===== src/source/am_lock_defs.svh =====
`ifndef AM_LOCK_DEFS_SVH
`define AM_LOCK_DEFS_SVH

`default_nettype none

// physical lanes, same as the number of marker patterns
`define AM_N_LANES 4

// lane blocks from one marker to the next, short for simulation
`define AM_SPACING 32

`define AM_NB_LOCK_THR   3 // lock threshold input width
`define AM_NB_UNLOCK_THR 3 // unlock threshold input width

// logical lane number
`define AM_NB_LANE_ID 2

`default_nettype wire

`endif


===== src/source/am_lock_pkg.sv =====
`include "am_lock_defs.svh"
`default_nettype none

package am_lock_pkg;

	// one 66b block on one lane
	typedef struct packed {
		logic        valid;
		logic [1:0]  sync;
		logic [63:0] payload;
	} lane_block_t;

	// per-lane report from the lock FSM
	typedef struct packed {
		logic                   am_lock;
		logic [`AM_N_LANES-1:0] match_mask;    // one bit per pattern
		logic                   start_of_lane;
		logic                   resync;
	} lane_status_t;

	localparam logic [1:0] sh_ctrl = 2'b10; // control block sync header

	// M0..M2 and M4..M6 compared, BIP bytes ignored
	localparam logic [63:0] am_cmp_mask = 64'hFFFFFF00_FFFFFF00;

	// marker patterns by logical lane, BIP fields left at zero
	localparam logic [63:0] am_table [`AM_N_LANES] = '{
		64'hC16821_00_3E97DE_00,
		64'h9D718E_00_628E71_00,
		64'h594BE8_00_A6B417_00,
		64'h4D957B_00_B26A84_00
	};

endpackage

`default_nettype wire


===== src/source/block_distributor.sv =====
`timescale 1ns/1ps
`include "am_lock_defs.svh"
`default_nettype none

module block_distributor (
	input  wire                        i_clock,
	input  wire                        i_rst,
	input  wire am_lock_pkg::lane_block_t i_block,
	output am_lock_pkg::lane_block_t   o_lane_block [`AM_N_LANES]
);

	localparam int nb_turn = $clog2(`AM_N_LANES);

	logic [nb_turn-1:0]     turn;          // lane that takes the next block
	logic [`AM_N_LANES-1:0] lane_valid;
	logic [1:0]             lane_sync    [`AM_N_LANES];
	logic [63:0]            lane_payload [`AM_N_LANES];

	always_ff @(posedge i_clock)
	begin
		if (i_rst)
			turn <= '0;
		else if (i_block.valid)
			turn <= (turn == nb_turn'(`AM_N_LANES - 1)) ? '0 : turn + 1'b1;
	end

	always_ff @(posedge i_clock)
	begin
		if (i_rst)
			lane_valid <= '0;
		else
			for (int i = 0; i < `AM_N_LANES; i++)
				lane_valid[i] <= i_block.valid && (turn == nb_turn'(i));
	end

	// payload only loads on its own lane
	always_ff @(posedge i_clock)
	begin
		for (int i = 0; i < `AM_N_LANES; i++)
		begin
			if (i_block.valid && (turn == nb_turn'(i)))
			begin
				lane_sync[i]    <= i_block.sync;
				lane_payload[i] <= i_block.payload;
			end
		end
	end

	always_comb
	begin
		for (int i = 0; i < `AM_N_LANES; i++)
			o_lane_block[i] = '{valid: lane_valid[i], sync: lane_sync[i],
				payload: lane_payload[i]};
	end

	a_one_lane: assert property (@(posedge i_clock) disable iff (i_rst)
		$onehot0(lane_valid));

endmodule

`default_nettype wire


===== src/source/am_detector.sv =====
`timescale 1ns/1ps
`include "am_lock_defs.svh"
`default_nettype none

module am_detector (
	input  wire                           i_clock,
	input  wire                           i_rst,
	input  wire am_lock_pkg::lane_block_t i_lane_block,
	input  wire [`AM_N_LANES-1:0]         i_match_mask,
	output logic                          o_block_valid,
	output logic                          o_am_valid,
	output logic [`AM_N_LANES-1:0]        o_match_vector
);

	import am_lock_pkg::*;

	logic                   is_ctrl;
	logic [`AM_N_LANES-1:0] hit;       // raw per-pattern compare
	logic [63:0]            payload_m; // BIP bytes cleared

	// markers only ride on control blocks
	assign is_ctrl   = i_lane_block.valid && (i_lane_block.sync == sh_ctrl);
	assign payload_m = i_lane_block.payload & am_cmp_mask;

	always_comb
	begin
		for (int i = 0; i < `AM_N_LANES; i++)
			hit[i] = is_ctrl && (payload_m == (am_table[i] & am_cmp_mask));
	end

	always_ff @(posedge i_clock)
	begin
		if (i_rst)
		begin
			o_block_valid  <= 1'b0;
			o_am_valid     <= 1'b0;
			o_match_vector <= '0;
		end
		else
		begin
			o_block_valid  <= i_lane_block.valid;
			o_am_valid     <= |(hit & i_match_mask); // mask from the lock FSM
			o_match_vector <= hit;
		end
	end

	// the table patterns are distinct, so at most one can match
	a_single_hit: assert property (@(posedge i_clock) disable iff (i_rst)
		$onehot0(o_match_vector));

endmodule

`default_nettype wire


===== src/source/am_lock_fsm.sv =====
`timescale 1ns/1ps
`include "am_lock_defs.svh"
`default_nettype none

module am_lock_fsm (
	input  wire                          i_clock,
	input  wire                          i_rst,
	input  wire                          i_block_lock,
	input  wire                          i_valid,
	input  wire                          i_am_valid,
	input  wire [`AM_N_LANES-1:0]        i_match_vector,
	input  wire [`AM_NB_LOCK_THR-1:0]    i_lock_thr,
	input  wire [`AM_NB_UNLOCK_THR-1:0]  i_unlock_thr,
	output am_lock_pkg::lane_status_t    o_status
);

	localparam int nb_timer = $clog2(`AM_SPACING + 1);

	typedef enum logic [1:0] {
		st_init,
		st_wait_1st,
		st_wait_2nd,
		st_locked
	} state_t;

	state_t                      state;
	state_t                      state_next;
	logic                        am_lock;
	logic                        am_lock_next;
	logic [`AM_N_LANES-1:0]      match_mask;
	logic [`AM_N_LANES-1:0]      mask_next;
	logic [nb_timer-1:0]         timer_search; // blocks since the last marker slot
	logic [nb_timer-1:0]         timer_sol;    // start-of-lane period
	logic [`AM_NB_LOCK_THR-1:0]   valid_cnt;
	logic [`AM_NB_LOCK_THR-1:0]   valid_cnt_next;
	logic [`AM_NB_UNLOCK_THR-1:0] invalid_cnt;
	logic [`AM_NB_UNLOCK_THR-1:0] invalid_cnt_next;
	logic                        search_done;
	logic                        sol_done;
	logic                        restart_search;
	logic                        realign;      // lock pulls the sol timer onto the markers

	assign search_done = (timer_search == nb_timer'(`AM_SPACING));
	assign sol_done    = (timer_sol == nb_timer'(`AM_SPACING));

	always_ff @(posedge i_clock)
	begin
		if (i_rst || !i_block_lock)
		begin
			state      <= st_init;
			am_lock    <= 1'b0;
			match_mask <= '1;
		end
		else if (i_valid)
		begin
			state      <= state_next;
			am_lock    <= am_lock_next;
			match_mask <= mask_next;
		end
	end

	always_ff @(posedge i_clock)
	begin
		if (i_rst || !i_block_lock)
		begin
			timer_search <= nb_timer'(1);
			timer_sol    <= nb_timer'(1);
			valid_cnt    <= '0;
			invalid_cnt  <= '0;
		end
		else if (i_valid)
		begin
			timer_search <= (restart_search || search_done) ? nb_timer'(1) : timer_search + 1'b1;
			timer_sol    <= (realign || sol_done) ? nb_timer'(1) : timer_sol + 1'b1;
			valid_cnt    <= valid_cnt_next;
			invalid_cnt  <= invalid_cnt_next;
		end
	end

	always_comb
	begin
		state_next       = state;
		am_lock_next     = am_lock;
		mask_next        = match_mask;
		valid_cnt_next   = valid_cnt;
		invalid_cnt_next = invalid_cnt;
		restart_search   = 1'b0;
		realign          = 1'b0;

		case (state)
			st_init:
			begin
				am_lock_next = 1'b0;
				mask_next    = '1;
				state_next   = st_wait_1st;
			end

			st_wait_1st:
			begin
				if (i_am_valid)
				begin
					restart_search = 1'b1;
					mask_next      = i_match_vector; // narrow search to this pattern
					valid_cnt_next = '0;
					state_next     = st_wait_2nd;
				end
			end

			st_wait_2nd:
			begin
				if (search_done && i_am_valid && (valid_cnt >= i_lock_thr))
				begin
					am_lock_next     = 1'b1;
					realign          = 1'b1;
					invalid_cnt_next = '0;
					state_next       = st_locked;
				end
				else if (search_done && i_am_valid)
					valid_cnt_next = valid_cnt + 1'b1;
				else if (search_done)
				begin
					mask_next  = '1; // missed confirm, back to search
					state_next = st_wait_1st;
				end
			end

			st_locked:
			begin
				if (search_done && i_am_valid)
					invalid_cnt_next = '0;
				else if (search_done && (invalid_cnt >= i_unlock_thr))
				begin
					am_lock_next = 1'b0;
					mask_next    = '1;
					state_next   = st_wait_1st;
				end
				else if (search_done)
					invalid_cnt_next = invalid_cnt + 1'b1;
			end

			default:
				state_next = st_init;
		endcase
	end

	assign o_status = '{
		am_lock:       am_lock,
		match_mask:    match_mask,
		start_of_lane: i_valid && sol_done,
		resync:        i_valid && realign && (timer_sol != timer_search)
	};

	// locked lanes identify exactly one logical lane
	a_mask_onehot: assert property (@(posedge i_clock) disable iff (i_rst)
		am_lock |-> $onehot(match_mask));

endmodule

`default_nettype wire


===== src/source/lane_lock_collector.sv =====
`timescale 1ns/1ps
`include "am_lock_defs.svh"
`default_nettype none

module lane_lock_collector (
	input  wire                                        i_clock,
	input  wire                                        i_rst,
	input  wire am_lock_pkg::lane_status_t             i_status [`AM_N_LANES],
	output logic [`AM_N_LANES-1:0][`AM_NB_LANE_ID-1:0] o_lane_id,
	output logic [`AM_N_LANES-1:0]                     o_lane_locked,
	output logic                                       o_all_locked,
	output logic                                       o_resync
);

	logic [`AM_N_LANES-1:0][`AM_NB_LANE_ID-1:0] lane_id;
	logic [`AM_N_LANES-1:0]                     locked;
	logic [`AM_N_LANES-1:0]                     resync;
	logic [`AM_N_LANES-1:0]                     used;        // patterns claimed by locked lanes
	logic                                       ids_distinct;

	always_comb
	begin
		used = '0;
		for (int l = 0; l < `AM_N_LANES; l++)
		begin
			locked[l]  = i_status[l].am_lock;
			resync[l]  = i_status[l].resync;
			lane_id[l] = '0;
			for (int p = `AM_N_LANES - 1; p >= 0; p--) // lowest set bit wins
				if (i_status[l].match_mask[p])
					lane_id[l] = `AM_NB_LANE_ID'(p);
			if (locked[l])
				used = used | i_status[l].match_mask;
		end
	end

	always_ff @(posedge i_clock)
	begin
		if (i_rst)
		begin
			o_lane_locked <= '0;
			o_all_locked  <= 1'b0;
			o_resync      <= 1'b0;
		end
		else
		begin
			o_lane_locked <= locked;
			o_all_locked  <= (&locked) && (&used); // one-hot masks covering all ids
			o_resync      <= |resync;
		end
	end

	always_ff @(posedge i_clock)
		o_lane_id <= lane_id;

	// pairwise check on the reported ids
	always_comb
	begin
		ids_distinct = 1'b1;
		for (int a = 0; a < `AM_N_LANES; a++)
			for (int b = a + 1; b < `AM_N_LANES; b++)
				if (o_lane_id[a] == o_lane_id[b])
					ids_distinct = 1'b0;
	end

	a_ids_distinct: assert property (@(posedge i_clock) disable iff (i_rst)
		o_all_locked |-> ids_distinct);

endmodule

`default_nettype wire


===== src/source/am_align_top.sv =====
`timescale 1ns/1ps
`include "am_lock_defs.svh"
`default_nettype none

module am_align_top (
	input  wire                                        i_clock,
	input  wire                                        i_rst,
	input  wire am_lock_pkg::lane_block_t              i_block,
	input  wire                                        i_block_lock,
	input  wire [`AM_NB_LOCK_THR-1:0]                  i_lock_thr,
	input  wire [`AM_NB_UNLOCK_THR-1:0]                i_unlock_thr,
	output logic [`AM_N_LANES-1:0][`AM_NB_LANE_ID-1:0] o_lane_id,
	output logic [`AM_N_LANES-1:0]                     o_lane_locked,
	output logic                                       o_all_locked,
	output logic                                       o_resync
);

	import am_lock_pkg::*;

	lane_block_t                         lane_block  [`AM_N_LANES];
	lane_status_t                        lane_status [`AM_N_LANES];
	logic [`AM_N_LANES-1:0]              block_valid;
	logic [`AM_N_LANES-1:0]              am_valid;
	logic [`AM_N_LANES-1:0][`AM_N_LANES-1:0] match_vector;

	block_distributor u_distributor (
		.i_clock      (i_clock),
		.i_rst        (i_rst),
		.i_block      (i_block),
		.o_lane_block (lane_block)
	);

	for (genvar g = 0; g < `AM_N_LANES; g++)
	begin : g_lane
		am_detector u_detector (
			.i_clock        (i_clock),
			.i_rst          (i_rst),
			.i_lane_block   (lane_block[g]),
			.i_match_mask   (lane_status[g].match_mask), // fed back from the FSM
			.o_block_valid  (block_valid[g]),
			.o_am_valid     (am_valid[g]),
			.o_match_vector (match_vector[g])
		);

		am_lock_fsm u_fsm (
			.i_clock        (i_clock),
			.i_rst          (i_rst),
			.i_block_lock   (i_block_lock),
			.i_valid        (block_valid[g]),
			.i_am_valid     (am_valid[g]),
			.i_match_vector (match_vector[g]),
			.i_lock_thr     (i_lock_thr),
			.i_unlock_thr   (i_unlock_thr),
			.o_status       (lane_status[g])
		);
	end

	lane_lock_collector u_collector (
		.i_clock       (i_clock),
		.i_rst         (i_rst),
		.i_status      (lane_status),
		.o_lane_id     (o_lane_id),
		.o_lane_locked (o_lane_locked),
		.o_all_locked  (o_all_locked),
		.o_resync      (o_resync)
	);

endmodule

`default_nettype wire


===== config.mk =====
export PLATFORM = sky130hd
export DESIGN_NAME = am_align_top
export DESIGN_NICKNAME = d
export VERILOG_FILES = /design/src/source/am_lock_pkg.sv /design/src/source/block_distributor.sv /design/src/source/am_detector.sv /design/src/source/am_lock_fsm.sv /design/src/source/lane_lock_collector.sv /design/src/source/am_align_top.sv
export VERILOG_INCLUDE_DIRS = /design/src /design/src/source
export SDC_FILE = /design/constraint.sdc
export NUM_CORES = 1
export LEC_CHECK = 0
export BUFFER_PORTS_ARGS = -buffer_cell sky130_fd_sc_hd__buf_2
export CORE_MARGIN = 3
export CORE_UTILIZATION = 45
export CTS_BUF_LIST = sky130_fd_sc_hd__clkbuf_2
export DETAILED_ROUTE_END_ITERATION = 8
export GPL_ROUTABILITY_DRIVEN = 0
export PLACE_DENSITY = 0.72
export SLEW_MARGIN = 20
export SYNTH_ARGS = -nofsm -noshare
export SYNTH_HDL_FRONTEND = slang
export SYNTH_SLANG_ARGS = --single-unit
export TNS_END_PERCENT = 5

===== constraint.sdc =====
create_clock -name i_clock -period 2.7 [get_ports i_clock]
set_input_delay 0 -clock i_clock [delete_from_list [all_inputs] [get_ports i_clock]]
set_output_delay 0 -clock i_clock [all_outputs]
set_load 0.01 [all_outputs]

==> reports/summary.txt, run 1 <==
status = finished, final reports clean
initial antenna violation count = 2
Crit Path Class = reg2reg
core box area = 32800 um^2
row count = 66
most frequent cells in the layout = edfxtp_1 (200), dfxtp_1 (144), clkbuf_2 (121)
largest net degree at the start of global routing = 52
Setup Skew = 58.1 ps
final core utilization = 54.8%
WP data arrival = 3150 ps
# clock sinks = 344
clk_lat worst skew = 930 ps
width of the die = 189 um
first-pass GRT wire length = 57000 um
Post-DP HPWL = 25000 um
slew margin rel. = 38.8%
Post-synth EDFFs = 200
worst path cell trace = ha_1, a21oi_1, o21ai_0, a2111oi_0, nand4_1, a21oi_1
wire per inst = 17.5 um
CTS root buf = clkbuf_2
vias in the first global route = 10938
Hold-fix buffers, CTS = 108
multi-input combinational cell area = 5850 um^2
commonest non-fill, non-tap cell in the layout = edfxtp_1
Mapped Area = 15100 um^2
predominant post-synthesis flop cell = edfxtp_1
R2R cell count = 6
Starting Density = 46.0%
crit end category = register
CP Launch Type = register
initial DRC count = 819
Hold Path Class = in2reg
post-cts sizing count = 0
synthesized area per cell = 11.8 um^2
Ys Warns = 0
register area = 8890 um^2
die area = 35700 um^2
antenna violation net count after detailed routing = 0
Max-Cap Viols = 0
htree depth = 3
Leakage = 6.44 nW
cell area power density = 531 nW/um^2
fmax = 431 MHz
r2r setup slk = 380 ps
Syn Nets = 1417
Setup-failing EPs final = 0
worst endpoint required time = 3530 ps
hold path depth = 6
post-synthesis sequential area ratio = 59.0%
PortBufs = 73
slowest stage delay, CP = 870 ps
Tot GR Track Use = 20.0%
Hold Violations, Final = 0
layout cell share with drive strength beyond 1 = 15.5%
clock tree buffer depth = 3
Async S/R FF share, synth = 0%
cells after synthesis = 1273
Min Clock Period, post-route = 2320 ps
clock tree from TritonCTS = yes
total grt overflow = 0
DRT Pass-1 Iters = 5
Post-CTS Setup Bufs = 0
post-synthesis cell type count = 68
Setup Total Neg Slack = 0 ps
Crit-path slowest cell = a2111oi_0
DRC violations left = 0
peak supply drop = 0.000412 V
Worst Setup SP = g_lane[2].u_fsm.invalid_cnt[2]
Fill cells = 2796
actual slew at the worst max-slew pin = 894 ps
unrepaired setup endpoints after global routing = false
Num CTS Buffers = 84
synthesis-stage register bit count = 344
Worst-path clk slew = 110 ps
Area growth, synth to finish = 19.1%
reg2reg start = g_lane[2].u_fsm.invalid_cnt[2]
Final Cycle Share = 85.9%
DRT Wirelength = 36000 um
Die Y-Extent = 189 um
crit-path max FO = 4
most frequent CP cell = a21oi_1
Layout Nets = 1686
hold_sp = i_lock_thr[0]
Via Count = 11152
IO Count = 90
Slew Limit Fails = 0
vias per cell = 5.43
[registers in the layout (all words and copies together) (netlist names), 12 cells and up]
name                              flops
g_lane.u_fsm.match_mask              16
u_distributor.lane_payload          192
g_lane.u_fsm.timer_search            24
g_lane.u_detector.o_match_vector     16
g_lane.u_fsm.valid_cnt               12
g_lane.u_fsm.invalid_cnt             12
g_lane.u_fsm.timer_sol               24
[where the power goes]
group / leakage [nW] / internal (mW) / switching, mW / total, mW
clock: 0.575 / 1.23 / 2.09 / 3.33
sequential: 3.00 / 5.68 / 0.0600 / 5.74
combinational: 2.86 / 0.221 / 0.258 / 0.479
[synthesized netlist by cell type, drive strengths merged, types with 5 or more instances]
cell type / number / area (um^2)
nor4bb: 26 / 260
nand3: 25 / 125
xor2: 38 / 333
nand3b: 6 / 45.0
a31oi: 29 / 181
nand4: 50 / 313
and3: 10 / 62.6
buf: 5 / 20.0
nand2b: 38 / 238
or4: 10 / 75.1
xnor2: 26 / 228
o41ai: 5 / 43.8
edfxtp: 200 / 6010
nor4b: 21 / 184
o211ai: 8 / 60.1
and4b: 7 / 70.1
nand2: 64 / 240
nor3b: 6 / 50.1
ha: 68 / 851
a21oi: 34 / 170
dfxtp: 144 / 2880
nand4b: 16 / 140
nor3: 21 / 116
nor2b: 36 / 225
o21ai: 46 / 230
nor4: 39 / 244
o31ai: 7 / 66.3
nor2: 85 / 319
and2: 11 / 68.8
inv: 67 / 251
or4b: 5 / 50.1
o21a: 6 / 45.0
or3: 12 / 75.1
clkbuf: 22 / 82.6
mux2i: 15 / 150
[final timing paths]
kind / to
min: g_lane[3].u_fsm.am_lock
max reg2reg: g_lane[2].u_fsm.invalid_cnt[1]
min reg2reg: g_lane[3].u_fsm.invalid_cnt[2]
max: g_lane[2].u_fsm.invalid_cnt[1]
[layer usage]
metal | GRT usage [%] | wire, um
met4 | 5.87 | 686
met1 | 26.3 | 15900
met5 | 0 | 0
met2 | 33.4 | 17100
met3 | 4.24 | 2250
[worst max-delay path, delay by kind of cell (launching register included)]
kind,cells,cell delay [ps]
compound gates,4,1390
fa+ha+maj,1,270
flops,1,400
simple gates,1,180
[metrics by stage]
stage | area [um^2] | setup WS [ps] | hold slack [ps] | power [mW] | cells
floorplan | 15100 | 492 | 71.6 | 6.01 | 1273
global placement | 16100 | 425 | 224 | 6.19 | 1790
detailed placement | 16100 | 371 | 231 | 6.21 | 1790
CTS | 18000 | 363 | 2.62 | 9.64 | 2051
global route | 18000 | 194 | 7.85 | 10.0 | 2052
finish | 18000 | 381 | 87.8 | 9.54 | 2052
[layout make-up]
class | count | share of cell area (%)
inverter | 67 | 1.40
timing repair buffer | 210 | 9.27
multi-input combinational | 835 | 32.6
sequential | 344 | 49.5
tap | 442 | 3.08
antenna | 1 | 0.0139
clock buffer | 121 | 3.37
clock inverter | 32 | 0.829
[cell families after synthesis]
group	synth area share [%]
buffers and inverters	2.35
AOI/OAI and AO/OA	8.23
DFF	59.0
xor gates and xnor gates	3.72
muxes	1.07
adders and majority gates	5.64
and+or+nand+nor	20.0
(Power assumes the default switching activity.)
==> run 2, diff against run 1 <==
--- a/config.mk
+++ b/config.mk
@@ -6,13 +6,13 @@
 export SDC_FILE = /design/constraint.sdc
 export NUM_CORES = 1
 export LEC_CHECK = 0
-export BUFFER_PORTS_ARGS = -buffer_cell sky130_fd_sc_hd__buf_2
 export CORE_MARGIN = 3
 export CORE_UTILIZATION = 45
 export CTS_BUF_LIST = sky130_fd_sc_hd__clkbuf_2
 export DETAILED_ROUTE_END_ITERATION = 8
+export DONT_BUFFER_PORTS = 1
 export GPL_ROUTABILITY_DRIVEN = 0
-export PLACE_DENSITY = 0.72
+export PLACE_DENSITY = 0.7
 export SLEW_MARGIN = 20
 export SYNTH_ARGS = -nofsm -noshare
 export SYNTH_HDL_FRONTEND = slang
==> run 2 against run 1 <==
Against the previous run: register-to-register slack worse by 290 ps; worst setup slack worse by 290 ps; first-iteration DRC count up 5.4%; utilization down 1.0 points; sequential power about the same; final area down 1.9%; clock skew up 21 ps; fmax down 11%; power up 0.20%; count of clock-buffer cells in the layout up 7; critical path type unchanged; largest power group unchanged.
==> reports/summary.txt, run 2 (synthesized netlist as in run 1, its figures left out) <==
Internal = 7.15 mW (+0.20%)
Fill cells = 2858 (+2.2%)
Final Cycle Share = 96.6% (+11 points)
fmax = 383 MHz (-11%)
most frequent CP cell = dlygate4sd3_1
hold_sp = i_unlock_thr[0]
PortBufs = 0 (-100%)
total grt overflow = 0 (unchanged)
Min Clock Period, post-route = 2610 ps (+289 ps)
Slew Limit Fails = 0 (unchanged)
antenna violation net count after detailed routing = 0 (unchanged)
most frequent cells in the layout = edfxtp_1 (200), dfxtp_1 (144), clkbuf_2 (128)
wire per inst = 18.3 um (+4.4%)
vias per cell = 5.55 (+2.2%)
Clock power frac = 35.5% (+0.6 points)
peak supply drop = 0.000418 V (+1.3%)
clock tree buffer depth = 3 (unchanged)
Worst Setup SP = g_lane[3].u_fsm.valid_cnt[2]
worst path bufs/invs = 2 (+2)
Final Non-Filler Cells = 1980 (-3.5%)
slowest stage delay, CP = 570 ps (-300 ps)
layout cell share with drive strength beyond 1 = 11.3% (-4.1 points)
slew margin rel. = 25.2% (-14 points)
Max-Cap Viols = 0 (unchanged)
Biggest register = u_distributor.lane_payload
Layout Nets = 1614 (-4.3%)
unrepaired setup endpoints after global routing = false
die area = 35700 um^2 (unchanged)
Setup Skew = 79.6 ps (+21.5 ps)
Area growth, synth to finish = 16.9%
actual slew at the worst max-slew pin = 1120 ps (+223 ps)
cell area after placement = 15700 um^2 (-2.5%)
status = finished, final reports clean
crit-path max FO = 3 (-1)
Via Count = 10998 (-1.4%)
worst path cell trace = ha_1, nand2_1, dlygate4sd3_1, o21a_1, dlygate4sd3_1, o41ai_1, o311a_1
Crit Path Class = reg2reg
Tot GR Track Use = 20.3% (+0.32 points)
Hold Violations, Final = 0 (unchanged)
final setup margin = 91.9 ps (-289 ps)
cell area power density = 543 nW/um^2 (+2.1%)
IO Count = 90 (unchanged)
commonest non-fill, non-tap cell in the layout = edfxtp_1
CTS root buf = clkbuf_2
final core utilization = 53.7% (-1.0 points)
biggest regs = u_distributor.lane_payload: 192 flops, g_lane.u_fsm.timer_search: 24 flops, g_lane.u_fsm.timer_sol: 24 flops
Levels on crit path = 7 (+1)
initial antenna violation count = 1 (-1)
sw power = 2.42 mW (+0.22%)
Leakage = 6.13 nW (-4.7%)
Post-DP HPWL = 24900 um (-0.55%)
Post-CTS Setup Bufs = 0 (unchanged)
share of total power in sequential cells = 60.0% (about the same)
Sw Ratio = 25.3% (about the same)
Setup Total Neg Slack = 0 ps (unchanged)
core box area = 32800 um^2 (unchanged)
crit path capture = g_lane[3].u_fsm.am_lock
r2r setup slk = 90 ps (-290 ps)
Starting Density = 46.0% (unchanged)
WP data arrival = 3420 ps (+270 ps)
met2 GRT Util = 33.2% (-0.14 points)
met3 Use GR = 4.81% (+0.57 points)
vias in the first global route = 10964 (+0.24%)
# clock sinks = 344 (unchanged)
Die Y-Extent = 189 um (unchanged)
Crit-path slowest cell = dlygate4sd3_1
Top delay family on crit path = buffers and inverters
worst slack at placement = 326 ps (-44.9 ps)
GR Util met1 = 26.9% (+0.60 points)
Hold Path Class = in2reg
htree depth = 3 (unchanged)
reg2reg start = g_lane[3].u_fsm.valid_cnt[2]
DRT Wirelength = 36300 um (+0.78%)
CP Launch Type = register
clk_lat worst skew = 920 ps (about the same)
initial DRC count = 863 (+5.4%)
first-pass GRT wire length = 58000 um (+1.8%)
Worst-path clk slew = 100 ps (about the same)
Comb pwr share = 4.5% (-0.5 points)
crit end category = register
Setup-failing EPs final = 0 (unchanged)
post-cts sizing count = 0 (unchanged)
largest net degree at the start of global routing = 52 (unchanged)
worst endpoint required time = 3520 ps (about the same)
Top Usage Layer GRT = met2
DRT Pass-1 Iters = 6 (+1)
DRC violations left = 0 (unchanged)
Num CTS Buffers = 86 (+2.4%)
Hold-fix buffers, CTS = 113 (+4.6%)
width of the die = 189 um (unchanged)
Largest register FFs = 192 (unchanged)
Cells after DPL = 1711 (-4.4%)
hold_ws = 99.5 ps (+11.7 ps)
Power Total = 9.56 mW (+0.20%)
row count = 66 (unchanged)
clock tree from TritonCTS = yes
fin area = 17600 um^2 (-1.9%)
R2R cell count = 7 (+1)
reg2reg end = g_lane[3].u_fsm.am_lock
## run 2: cell types whose count changed in the layout (fill, tap and decap cells not counted)
cell,previous run,this run
dlygate4sd3_1,108,113
clkinv_1,22,19
buf_4,29,22
clkbuf_2,121,128
buf_2,73,0
inv_2,1,2
clkinv_2,4,1
diode_2,1,2
buf_12,0,1
clkinv_4,1,0
## run 2: worst min path at each step
stage,endpoint,slack [ps],depth (start not counted)
after floorplan,g_lane[3].u_detector.o_block_valid,70,1
after global placement,u_collector.o_lane_locked[3],80,1
after detailed placement,u_collector.o_lane_locked[3],80,1
after CTS,g_lane[3].u_fsm.invalid_cnt[2],10,6
after global routing,g_lane[0].u_fsm.timer_sol[1],70,4
final,g_lane[3].u_fsm.invalid_cnt[2],100,6
## run 2: metal layers
metal | wire length (um) | vias to the layer above
li1 | - | 5279
met1 | 16000 | 5308
met2 | 17200 | 348
met3 | 2420 | 63
met4 | 607 | 0
met5 | 0 | -
## run 2: area by class of cell
type,instances,area (um^2),area share (%)
Clock buffer,128,641,3.64
Multi-Input combinational cell,835,5850,33.2
Antenna cell,2,5.00,0.0284
Sequential cell,344,8890,50.4
Clock inverter,26,118,0.668
Inverter,67,251,1.43
Timing Repair Buffer,136,1320,7.47
Tap cell,442,553,3.14
## run 2: power by group through the flow
stage / Combinational [mW] / Sequential, mW / Clock, mW
2_1_floorplan: 0.171 / 5.84 / 0
6_report: 0.433 / 5.74 / 3.39
3_3_place_gp: 0.237 / 5.85 / 0
4_1_cts: 0.431 / 5.74 / 3.50
5_1_grt: 0.473 / 5.75 / 3.78
3_5_place_dp: 0.246 / 5.86 / 0
## run 2: worst register-to-register path: stages (launching register included)
cell,delay [ps]
dfxtp_1,340
ha_1,300
nand2_1,70
dlygate4sd3_1,550
o21a_1,200
dlygate4sd3_1,570
o41ai_1,330
o311a_1,210
==> run 3, diff against run 2 <==
--- a/config.mk
+++ b/config.mk
@@ -12,6 +12,7 @@
 export DETAILED_ROUTE_END_ITERATION = 8
 export DONT_BUFFER_PORTS = 1
 export GPL_ROUTABILITY_DRIVEN = 0
+export GPL_TIMING_DRIVEN = 0
 export PLACE_DENSITY = 0.7
 export SLEW_MARGIN = 20
 export SYNTH_ARGS = -nofsm -noshare
==> run 3 against run 2 <==
Against the previous run: utilization decreased by 0.19 points; combinational power hardly changed; clock skew up 37 ps; clock power is 4% higher.
==> reports/summary.txt, run 3 (synthesized netlist as in run 1, its figures left out) <==
die area = 35700 um^2 (unchanged)
Die Y-Extent = 189 um (unchanged)
Tot GR Track Use = 20.4% (+0.085 points)
fmax = 388 MHz (+1.3%)
Worst-path clk slew = 100 ps (about the same)
crit-path max FO = 3 (unchanged)
DRT Wirelength = 36900 um (+1.7%)
PortBufs = 0 (unchanged)
core box area = 32800 um^2 (unchanged)
Hold Path Class = in2reg
Post-CTS Setup Bufs = 0 (unchanged)
Via Count = 11097 (+0.90%)
unrepaired setup endpoints after global routing = false
Setup Skew = 116 ps (+36.6 ps)
hold path depth = 7 (+1)
Layout Nets = 1616 (+0.12%)
CP Launch Type = register
clock tree buffer depth = 3 (unchanged)
most frequent cells in the layout = edfxtp_1 (200), dfxtp_1 (144), clkbuf_2 (121)
worst endpoint required time = 3490 ps (-30 ps)
Power Total = 9.70 mW (+1.5%)
CTS root buf = clkbuf_2
Hold Violations, Final = 0 (unchanged)
Slew Limit Fails = 0 (unchanged)
Hold-fix buffers, CTS = 110 (-2.7%)
clk_lat worst skew = 920 ps (about the same)
antenna violation net count after detailed routing = 0 (unchanged)
commonest non-fill, non-tap cell in the layout = edfxtp_1
cell area power density = 553 nW/um^2 (+1.8%)
biggest regs = u_distributor.lane_payload: 192 flops, g_lane.u_fsm.timer_search: 24 flops, g_lane.u_fsm.timer_sol: 24 flops
Post-DP HPWL = 25600 um (+2.8%)
slew margin rel. = 37.5% (+12 points)
peak supply drop = 0.000453 V (+8.6%)
R2R cell count = 5 (-2)
WP data arrival = 3370 ps (-50 ps)
initial antenna violation count = 1 (unchanged)
reg2reg end = g_lane[1].u_detector.o_am_valid
Area growth, synth to finish = 16.5%
# clock sinks = 344 (unchanged)
DRT Pass-1 Iters = 5 (-1)
Crit Path Class = reg2reg
first-pass GRT wire length = 58100 um (+0.18%)
post-cts sizing count = 0 (unchanged)
hold_sp = i_lock_thr[2]
IO Count = 90 (unchanged)
Max-Cap Viols = 0 (unchanged)
wire per inst = 18.6 um (+1.7%)
Final Cycle Share = 95.4% (-1.2 points)
actual slew at the worst max-slew pin = 914 ps (-203 ps)
Min Clock Period, post-route = 2570 ps (-33.7 ps)
Leakage = 6.04 nW (-1.5%)
DRC violations left = 0 (unchanged)
Num CTS Buffers = 86 (unchanged)
Setup-failing EPs final = 0 (unchanged)
vias per cell = 5.61 (+0.95%)
vias in the first global route = 11005 (+0.37%)
row count = 66 (unchanged)
Largest register FFs = 192 (unchanged)
final setup margin = 126 ps (+33.7 ps)
Starting Density = 46.0% (unchanged)
reg2reg start = u_distributor.lane_payload[1][24]
layout cell share with drive strength beyond 1 = 9.58% (-1.8 points)
total grt overflow = 0 (unchanged)
htree depth = 3 (unchanged)
status = finished, final reports clean
multi-input combinational cell area = 5840 um^2 (about the same)
clock tree from TritonCTS = yes
Hold EP = g_lane[1].u_fsm.valid_cnt[0]
largest net degree at the start of global routing = 52 (unchanged)
width of the die = 189 um (unchanged)
Biggest register = u_distributor.lane_payload
worst slack at placement = 291 ps (-34.6 ps)
crit end category = register
register area = 8890 um^2 (unchanged)
Fill cells = 2854 (-0.14%)
r2r setup slk = 130 ps (+30 ps)
initial DRC count = 748 (-13%)
-- run 3: cell count changes in the layout (fill, tap and decap cells not counted), sizes merged --
| cell | change |
|---|---|
| buf | -17 |
| clkbuf | +15 |
| clkinv | +6 |
| dlygate4sd3 | -3 |
| inv | -3 |
| bufinv | +2 |
| clkinvlp | -1 |
-- run 3: how the worst max path moves through the flow --
stage	from	to	slack [ps]	cells past startpoint
floorplan	g_lane[0].u_fsm.timer_search[5]	g_lane[0].u_fsm.state[0]	490	5
global placement	u_distributor.turn[0]	u_distributor.lane_payload[2][45]	-110	3
detailed placement	u_distributor.lane_payload[1][24]	g_lane[1].u_detector.o_am_valid	290	5
CTS	u_distributor.lane_payload[1][24]	g_lane[1].u_detector.o_am_valid	200	5
global route	g_lane[2].u_fsm.timer_search[2]	u_collector.o_resync	5	5
finish	u_distributor.lane_payload[1][24]	g_lane[1].u_detector.o_am_valid	130	5
-- run 3: stage by stage --
step / utilization [%] / hold slack, ps / instances / TNS (ps) / cell area (um^2)
finish: 53.6 / 72.8 / 1979 / 0 / 17600
global route: 53.5 / 47.3 / 1978 / 0 / 17600
CTS: 53.5 / 0.942 / 1977 / 0 / 17600
detailed placement: 47.8 / 82.9 / 1716 / 0 / 15700
global placement: 47.7 / 83.9 / 1715 / -7570 / 15600
floorplan: - / 71.6 / 1273 / 0 / 15100
-- run 3: per-layer routing --
| metal | vias up | wire length (um) | global-route usage (%) |
|---|---|---|---|
| met5 | - | 0 | 0 |
| met4 | 0 | 1020 | 7.39 |
| met3 | 85 | 2800 | 4.78 |
| met2 | 453 | 17200 | 32.7 |
| met1 | 5278 | 15900 | 27.1 |
| li1 | 5281 | - | - |
-- run 3: area by class of cell --
cell class                 count  share of cell area, %
antenna                        2                 0.0285
buffer                        27                  0.584
clock buffer                 121                   3.45
clock inverter                30                   1.07
inverter                      67                   1.43
multi-input combinational    835                   33.3
sequential                   344                   50.6
tap                          442                   3.15
timing repair buffer         111                   6.38
-- run 3: worst max-delay path, stage by stage (launching register included) --
cell and delay (ps):
edfxtp_1 380, nor4bb_1 340, nand4b_1 270, or3_1 500, nor4_1 700, a221o_1 270
-- run 3: report_power, final --
group | total [mW] | internal, mW | leakage, nW | switching (mW)
combinational | 0.431 | 0.184 | 2.45 | 0.247
clock | 3.54 | 1.42 | 0.593 | 2.12
sequential | 5.74 | 5.68 | 3.00 | 0.0599
